File: src/verilog/isa_pkg.sv
package isa_pkg;

  // Architectural register file shape
  localparam int REG_IDX_W = 5;
  localparam int REG_COUNT = 32;

  // Register 31 always reads as zero and is never renamed
  localparam logic [REG_IDX_W-1:0] XZR = REG_IDX_W'(31);

  // Integer operations handled by the single ALU
  typedef enum logic [2:0] {
    OP_ADD  = 3'd0,
    OP_SUB  = 3'd1,
    OP_AND  = 3'd2,
    OP_ORR  = 3'd3,
    OP_MOVZ = 3'd4,
    OP_ADDS = 3'd5,
    OP_SUBS = 3'd6
  } fu_op_t;

  // Condition flags in ARM order
  typedef struct packed {
    logic n;
    logic z;
    logic c;
    logic v;
  } nzcv_t;

  // Only the S forms write NZCV
  function automatic logic op_sets_flags(fu_op_t op);
    return (op == OP_ADDS) || (op == OP_SUBS);
  endfunction

endpackage

File: src/verilog/uarch_pkg.sv
package uarch_pkg;

  // Life cycle of one reorder buffer slot
  // Slot holds no instruction
  // Instruction allocated, operands or result still pending
  // Result written back, waiting to retire in order
  typedef enum logic [1:0] {
    ROB_FREE = 2'd0,
    ROB_WAIT = 2'd1,
    ROB_DONE = 2'd2
  } rob_state_t;

endpackage

File: src/verilog/reorder_buffer.sv
module reorder_buffer #(
  parameter int XLEN = 64,
  parameter int ROB_DEPTH = 8,
  localparam int TAG_W = $clog2(ROB_DEPTH)
) (
  input  logic                          in_clk,
  input  logic                          rst,
  input  logic                          rename_valid,
  input  isa_pkg::fu_op_t               rename_op,
  input  logic [isa_pkg::REG_IDX_W-1:0] rename_dst,
  input  logic                          rename_sets_flags,
  input  logic                          rename_src1_ready,
  input  logic [XLEN-1:0]               rename_src1_value,
  input  logic [TAG_W-1:0]              rename_src1_tag,
  input  logic                          rename_src2_ready,
  input  logic [XLEN-1:0]               rename_src2_value,
  input  logic [TAG_W-1:0]              rename_src2_tag,
  input  logic                          rename_flags_ready,
  input  logic [TAG_W-1:0]              rename_flags_tag,
  input  isa_pkg::nzcv_t                rename_flags_value,
  input  logic                          result_valid,
  input  logic [TAG_W-1:0]              result_tag,
  input  logic [XLEN-1:0]               result_value,
  input  isa_pkg::nzcv_t                result_flags,
  output logic [TAG_W-1:0]              alloc_tag,
  output logic                          dispatch_ready,
  output logic                          issue_valid,
  output logic [TAG_W-1:0]              issue_tag,
  output isa_pkg::fu_op_t               issue_op,
  output logic [XLEN-1:0]               issue_a,
  output logic [XLEN-1:0]               issue_b,
  output isa_pkg::nzcv_t                issue_flags_in,
  output logic                          commit_valid,
  output logic [TAG_W-1:0]              commit_tag,
  output logic [isa_pkg::REG_IDX_W-1:0] commit_dst,
  output logic [XLEN-1:0]               commit_value,
  output logic                          commit_sets_flags,
  output isa_pkg::nzcv_t                commit_flags
);
  import isa_pkg::*;
  import uarch_pkg::*;

  rob_state_t           state      [ROB_DEPTH];
  logic                 issued     [ROB_DEPTH];
  fu_op_t               op         [ROB_DEPTH];
  logic [REG_IDX_W-1:0] dst        [ROB_DEPTH];
  logic                 sets_flags [ROB_DEPTH];
  logic [XLEN-1:0]      a_val      [ROB_DEPTH];
  logic                 a_rdy      [ROB_DEPTH];
  logic [TAG_W-1:0]     a_tag      [ROB_DEPTH];
  logic [XLEN-1:0]      b_val      [ROB_DEPTH];
  logic                 b_rdy      [ROB_DEPTH];
  logic [TAG_W-1:0]     b_tag      [ROB_DEPTH];
  nzcv_t                f_val      [ROB_DEPTH];
  logic                 f_rdy      [ROB_DEPTH];
  logic [TAG_W-1:0]     f_tag      [ROB_DEPTH];
  logic [XLEN-1:0]      result     [ROB_DEPTH];
  nzcv_t                res_flags  [ROB_DEPTH];

  logic [TAG_W-1:0]     head;
  logic [TAG_W-1:0]     tail;
  logic [TAG_W:0]       count;

  // Ready bit on top, operand value below
  logic [XLEN:0]        alloc_a;
  logic [XLEN:0]        alloc_b;
  logic                 alloc_f_rdy;
  nzcv_t                alloc_f_val;

  // A pending source may already be done, or may be on the result bus right now
  function automatic logic [XLEN:0] resolve(logic rdy, logic [XLEN-1:0] val,
                                            logic [TAG_W-1:0] tag);
    logic [XLEN:0] res;
    if (rdy) begin
      res = {1'b1, val};
    end else if (state[tag] == ROB_DONE) begin
      res = {1'b1, result[tag]};
    end else if (result_valid && (result_tag == tag)) begin
      res = {1'b1, result_value};
    end else begin
      res = {1'b0, val};
    end
    return res;
  endfunction

  always_comb begin
    alloc_a = resolve(rename_src1_ready, rename_src1_value, rename_src1_tag);
    alloc_b = resolve(rename_src2_ready, rename_src2_value, rename_src2_tag);
    alloc_f_rdy = 1'b1;
    if (rename_flags_ready) begin
      alloc_f_val = rename_flags_value;
    end else if (state[rename_flags_tag] == ROB_DONE) begin
      alloc_f_val = res_flags[rename_flags_tag];
    end else if (result_valid && (result_tag == rename_flags_tag)) begin
      alloc_f_val = result_flags;
    end else begin
      alloc_f_val = rename_flags_value;
      alloc_f_rdy = 1'b0;
    end
  end

  // Oldest waiting entry with all operands in hand
  always_comb begin
    logic [TAG_W-1:0] idx;
    issue_valid = 1'b0;
    issue_tag   = head;
    for (int i = 0; i < ROB_DEPTH; i++) begin
      idx = head + TAG_W'(i);
      if (!issue_valid && (state[idx] == ROB_WAIT) && !issued[idx] &&
          a_rdy[idx] && b_rdy[idx] && f_rdy[idx]) begin
        issue_valid = 1'b1;
        issue_tag   = idx;
      end
    end
  end

  assign issue_op       = op[issue_tag];
  assign issue_a        = a_val[issue_tag];
  assign issue_b        = b_val[issue_tag];
  assign issue_flags_in = f_val[issue_tag];

  assign commit_valid      = (state[head] == ROB_DONE);
  assign commit_tag        = head;
  assign commit_dst        = dst[head];
  assign commit_value      = result[head];
  assign commit_sets_flags = sets_flags[head];
  assign commit_flags      = res_flags[head];

  assign alloc_tag = tail;
  // Leaves room for the instruction still in the rename stage
  assign dispatch_ready = (count < (TAG_W + 1)'(ROB_DEPTH - 1));

  always_ff @(posedge in_clk) begin
    if (rst) begin
      head  <= '0;
      tail  <= '0;
      count <= '0;
      for (int i = 0; i < ROB_DEPTH; i++) begin
        state[i]  <= ROB_FREE;
        issued[i] <= 1'b0;
      end
    end else begin
      if (result_valid) begin
        // Wake waiting operands
        for (int i = 0; i < ROB_DEPTH; i++) begin
          if (state[i] == ROB_WAIT) begin
            if (!a_rdy[i] && (a_tag[i] == result_tag)) begin
              a_val[i] <= result_value;
              a_rdy[i] <= 1'b1;
            end
            if (!b_rdy[i] && (b_tag[i] == result_tag)) begin
              b_val[i] <= result_value;
              b_rdy[i] <= 1'b1;
            end
            if (!f_rdy[i] && (f_tag[i] == result_tag)) begin
              f_val[i] <= result_flags;
              f_rdy[i] <= 1'b1;
            end
          end
        end
        state[result_tag]     <= ROB_DONE;
        result[result_tag]    <= result_value;
        res_flags[result_tag] <= result_flags;
      end

      if (issue_valid) begin
        issued[issue_tag] <= 1'b1;
      end

      if (commit_valid) begin
        state[head] <= ROB_FREE;
        head        <= head + TAG_W'(1);
      end

      if (rename_valid) begin
        state[tail]      <= ROB_WAIT;
        issued[tail]     <= 1'b0;
        op[tail]         <= rename_op;
        dst[tail]        <= rename_dst;
        sets_flags[tail] <= rename_sets_flags;
        a_rdy[tail]      <= alloc_a[XLEN];
        a_val[tail]      <= alloc_a[XLEN-1:0];
        a_tag[tail]      <= rename_src1_tag;
        b_rdy[tail]      <= alloc_b[XLEN];
        b_val[tail]      <= alloc_b[XLEN-1:0];
        b_tag[tail]      <= rename_src2_tag;
        f_rdy[tail]      <= alloc_f_rdy;
        f_val[tail]      <= alloc_f_val;
        f_tag[tail]      <= rename_flags_tag;
        tail             <= tail + TAG_W'(1);
      end

      count <= count + (TAG_W + 1)'(rename_valid) - (TAG_W + 1)'(commit_valid);
    end
  end

endmodule

File: config.mk
export PLATFORM = sky130hd
export DESIGN_NAME = reorder_buffer
export DESIGN_NICKNAME = d
export VERILOG_FILES = /design/src/verilog/isa_pkg.sv /design/src/verilog/uarch_pkg.sv /design/src/verilog/reorder_buffer.sv
export SDC_FILE = /design/constraint.sdc
export NUM_CORES = 2
export LEC_CHECK = 0
export ABC_AREA = 0
export BUFFER_PORTS_ARGS = -buffer_cell sky130_fd_sc_hd__buf_2
export CORE_MARGIN = 2
export CORE_UTILIZATION = 40
export DETAILED_ROUTE_END_ITERATION = 12
export GPL_ROUTABILITY_DRIVEN = 0
export PLACE_DENSITY_LB_ADDON = 0.12
export REMOVE_ABC_BUFFERS = 1
export SLEW_MARGIN = 10
export SYNTH_ARGS = -nofsm -noshare
export SYNTH_HDL_FRONTEND = slang
export SYNTH_SLANG_ARGS = --single-unit
File: constraint.sdc
create_clock -name in_clk -period 17.7 [get_ports in_clk]
set_input_delay 4.425 -clock in_clk [delete_from_list [all_inputs] [get_ports in_clk]]
set_output_delay 4.425 -clock in_clk [all_outputs]
set_load 0.02 [all_outputs]
After elaboration in Yosys (flattened, before gate mapping)
Memory sizes are Yosys's and may differ from the RTL's. A register that Yosys moved wholly into a read port is not among the register bits. Index checks and enable logic that the tools add are counted.

Output and inout bits: 221. Memory bits (writable): 1792. Memories kept: 16. Bits in registers: 10.

Reductions and logical operators: 110. Add/subtract/negate cells: 10. Magnitude comparators: 1. Multiplexer cells: 194. Eq/ne operators: 47.

Memories: a_val (words 8, width 64, rd ports 1, clocked after Yosys merged registers in 0, wr ports 9, RTL line reorder_buffer.sv:48) `logic [XLEN-1:0] a_val [ROB_DEPTH];`; b_val (words 8, width 64, rd ports 1, clocked after Yosys merged registers in 0, wr ports 9, RTL line reorder_buffer.sv:51) `logic [XLEN-1:0] b_val [ROB_DEPTH];`; result (words 8, width 64, rd ports 3, clocked after Yosys merged registers in 1, wr ports 1, RTL line reorder_buffer.sv:57) `logic [XLEN-1:0] result [ROB_DEPTH];`; dst (words 8, width 5, rd ports 1, clocked after Yosys merged registers in 1, wr ports 1, RTL line reorder_buffer.sv:46) `logic [REG_IDX_W-1:0] dst [ROB_DEPTH];`; f_val (words 8, width 4, rd ports 1, clocked after Yosys merged registers in 0, wr ports 9, RTL line reorder_buffer.sv:54) `nzcv_t f_val [ROB_DEPTH];`; res_flags (words 8, width 4, rd ports 2, clocked after Yosys merged registers in 1, wr ports 1, RTL line reorder_buffer.sv:58) `nzcv_t res_flags [ROB_DEPTH];`; +10 memories.

Operator list (count): 65-bit two-way mux (6); 1-bit two-way mux (152); 3-bit two-way mux (30); 3-bit equality test (27); 1-bit logical AND (66); 1-bit logical NOT (39); 2-bit by 1-bit equality test with 1-bit output (second input constant) (16); 3-bit adder (second input constant) (4); 4-bit two-way mux (3); 2-bit equality test (second input constant) (4); 3-bit by 1-bit adder with 3-bit output (second input constant) (2); 3-bit by 2-bit adder with 3-bit output (second input constant) (2); 2-bit two-way mux (3); 2-bit OR reduction (3); 4-bit by 1-bit adder with 4-bit output (1); 4-bit by 3-bit < comparator with 1-bit output (second input constant) (1); 4-bit by 1-bit subtractor with 4-bit output (1); 1-bit OR reduction (2).

Logic depth before layout (Yosys ltp)
Word-level depth: 60. Gate-level depth with buffers: 16. Gate-level depth less buffers: 13.

Worst setup path after synthesis
No wires, ideal clock.

Path type: input port to flip-flop. From: input result_tag[1]. To: memory b_val[6][0] (enable). Slack: 6.690 ns. Path buffers: 3. Arrival: 10.433 ns. Stages: 6. Required time: 17.123 ns. Cells stage by stage: clkbuf_1 buf_1 buf_1 xnor2_1 nand4_1 o21ai_0.

RTL lines: start, declared (RTL line reorder_buffer.sv:22) `input logic [TAG_W-1:0] result_tag,`; end, declared (RTL line reorder_buffer.sv:51).

==> results.tsv <==
stage	metric	value	unit
die	fp.dieW	478	µm
hold_path	min_path_type	flop to flop	
cts	ctsRootBufferMaster	clkbuf_16	
cts	hold_buffers	0	
run_status	status	finished clean	
die	core_region_area	224000	µm²
placed_design	placed_cells	9790	
global_route	overflow	0	
critical_path	crit_path_end_kind	primary output	
critical_path	path_delay_family	simple AND/OR/NAND/NOR gates	
critical_path	path_cells	buf_4 -> mux4_2 -> or4b_1 -> o21ai_2 -> or3_4 -> a31oi_1 -> nand2_8 -> nand2_8 -> buf_4 -> buf_4 -> a2111oi_0 -> nor4_1 -> buf_2	
sta	finalHoldViolCount	0	
pwr	power	10.5	mW
route	vias_per_cell	6.41	
cts	cts_resized	0	
cts	clk_latency	870	ps
critical_path	critPathMostFrequentCell	buf_4	
critical_path	cp.required	13280	ps
flow_run	maxCapViolations	0	
logic_synthesis	avgSynthCellArea	13.0	µm²
logic_synthesis	syn_inst	6924	
die	die_h	478	µm
pwr	p_leak	34.0	nW
cts	numCtsBuffers	202	
logic_synthesis	netlist_area	90000	µm²
global_route	grt_usage	28.4	%
global_route	antenna_found_initial	26	
cts	clk_pin_slew_worst_paths	60	ps
sta	tightestPinTransition	1490	ps
final_layout	final_layout_size_suffix_gt1_share	20.0	%
sta	setup-violations-final	0	
pwr	switching_power	2.93	mW
cts	cts_setup_buffers	0	
route	drt_iter0_markers	7185	
final_layout	final_nets	7244	
critical_path	crit_fanout	130	
logic_synthesis	yosysSeqAreaShare	59.6	%
pwr	power_density	104	nW/µm²
sta	rsz0062_at_grt	no	
sta	drv_slew	0	
critical_path	arrival	8540	ps
global_route	grt_pass1_vias	63800	
critical_path	slowest_stage	nor4_1	
final_layout	final_common_cell	edfxtp_1	
final_layout	final_cell_mix	edfxtp_1 (1744), a21oi_1 (1198), nor2_1 (701)	
pwr	p_seq_share	46.3	%
sta	min_period	12960	ps
global_route	grt_pass1_wl	469	mm
pwr	ir_worst_vdd	0.117	mV
route	drt-wirelength-per-cell	32.6	µm
logic_synthesis	ys_ff_latch	1805	
sta	max_slew_margin	0.975	%
pwr	p_clk_share	38.7	%
critical_path	path_class	flop to primary output	
final_layout	area_delta_synth_final	12.3	%
die	placementRows	174	
final_layout	final_cell_count_no_fill	10200	
route	totalWireLength	332	mm
logic_synthesis	yosysWarnings	0	
sta	tns	0	ps
route	drtPass1Iterations	6	
route	vias	65200	
critical_path	cp_num_buf_inv	4	
logic_synthesis	synth_flop_cell	edfxtp_1	
cts	clock_path_buffers	3	
route	postRouteAntennaNets	0	
logic_synthesis	synth_cell_types	76	
cts	cts_tree	done	
final_layout	fillers	20400	
critical_path	critPathLaunchType	flop	
critical_path	critPathMaxStageDelay	940	ps
die	initial_core_util	40.1	%
die	io_pins	449	
sta	fin_crit_sh	73.2	%
cts	cts.htree.levels	4	
global_route	grt_max_degree	234	
logic_synthesis	synthArstFlopShare	0	%
cts	cts_sinks	1805	
logic_synthesis	synth-edff-count	1744	
route	drc	0	
placed_design	hpwl	191	mm
pwr	p_int	7.53	mW
sta	fmax	77.2	MHz
sta	fin_worst_skew	35.3	ps
pwr	switching_share	28.0	%
pwr	comb_power_share	15.0	%
placed_design	numPortBuffers	448	
die	dieArea	229000	µm²
-- flip-flops by register name (all words and copies together) (netlist names), 4 cells and up, named ones only --
signal,count
a_rdy,8
a_tag,24
a_val,512
b_rdy,8
b_tag,24
b_val,512
count,4
dst,40
f_rdy,8
f_tag,24
f_val,32
issued,8
op,24
res_flags,32
result,512
sets_flags,8
state,16
-- power groups by stage --
stage,clock network [mW],logic [mW],registers (mW)
final,4.05,1.56,4.84
after global routing,4.27,1.67,4.85
after CTS,4.11,1.56,4.84
after detailed placement,0,1.56,4.93
after global placement,0,1.55,4.93
after floorplan,0,0.859,4.92
-- per-layer routing --
| metal | GRT usage (%) | vias to the layer above | wire [µm] |
|---|---|---|---|
| li1 | - | 28000 | - |
| met1 | 38.9 | 33700 | 136000 |
| met2 | 46.1 | 3078 | 158000 |
| met3 | 4.36 | 510 | 25900 |
| met4 | 9.69 | 12 | 11800 |
| met5 | 0 | - | 76 |
-- kinds of logic (layout without fill, tap and decap cells) --
logic type | Yosys count | count (layout) | share of synthesized area, %
adders and majority gates | 13 | 13 | 0.189
buffers and inverters | 745 | 990 | 3.26
muxes | 643 | 643 | 13.2
xor gates and xnor gates | 92 | 92 | 0.917
and+or+nand+nor | 1648 | 1648 | 9.22
AOI/OAI and AO/OA | 1978 | 1978 | 13.7
other | 0 | 10 | 0
DFF | 1805 | 1805 | 59.6
-- worst register-to-register path, cell delays in order (launching register included) --
cell     delay (ps)
dfxtp_4         620
buf_4           830
mux4_2          640
or4b_1          220
o21ai_2         190
or3_4           480
a31oi_1         400
nand2_8         530
nand2_8         720
buf_12          690
inv_1          1120
a32oi_1         370
nor2_1           60
-- final cells by class --
type                    instances  area [µm²]  area share [%]
clock inverters               100         841           0.832
diodes                         10        25.0          0.0248
repair buffers                589        3460            3.43
multi-input cells            4374       33700            33.4
flip-flops and latches       1805       53600            53.1
clock buffers                 270        5380            5.33
inverters                      31         224           0.222
well taps                    2992        3740            3.71
-- through the flow --
stage / worst slack (ps) / area (µm²) / util (%) / hold WS, ps
floorplan: -11730 / 87100 / - / 436
CTS: 4700 / 101000 / 45.0 / 468
detailed placement: 5620 / 94700 / 42.2 / 460
global route: 4370 / 101000 / 45.0 / 500
global placement: 5720 / 94700 / 42.2 / 460
finish: 4740 / 101000 / 45.0 / 468
-- synthesized netlist by cell type, drive strengths merged (14+ instances only) --
master | n | area share (%)
a2111oi | 270 | 2.7
a211oi | 401 | 3.3
a21oi | 1198 | 6.7
and3 | 545 | 3.8
buf | 175 | 0.88
clkbuf | 539 | 2.2
dfxtp | 61 | 1.4
edfxtp | 1744 | 58
inv | 23 | 0.099
mux2 | 78 | 0.98
mux2i | 140 | 1.6
mux4 | 425 | 11
nand2 | 140 | 0.59
nand3 | 18 | 0.10
nand4 | 29 | 0.20
nor2 | 702 | 2.9
nor2b | 14 | 0.097
nor4 | 135 | 0.94
o21ai | 40 | 0.24
xnor2 | 85 | 0.85
-- path summary, 6_finish.rpt --
path,slack [ps],end,start,cells past startpoint
max,4740,issue_b[48],flop,13
min,470,issued[2],issued[2],2
max reg2reg,10670,issued[4],flop,12
min reg2reg,470,issued[2],issued[2],2
Power figures use the tool's default switching activity.
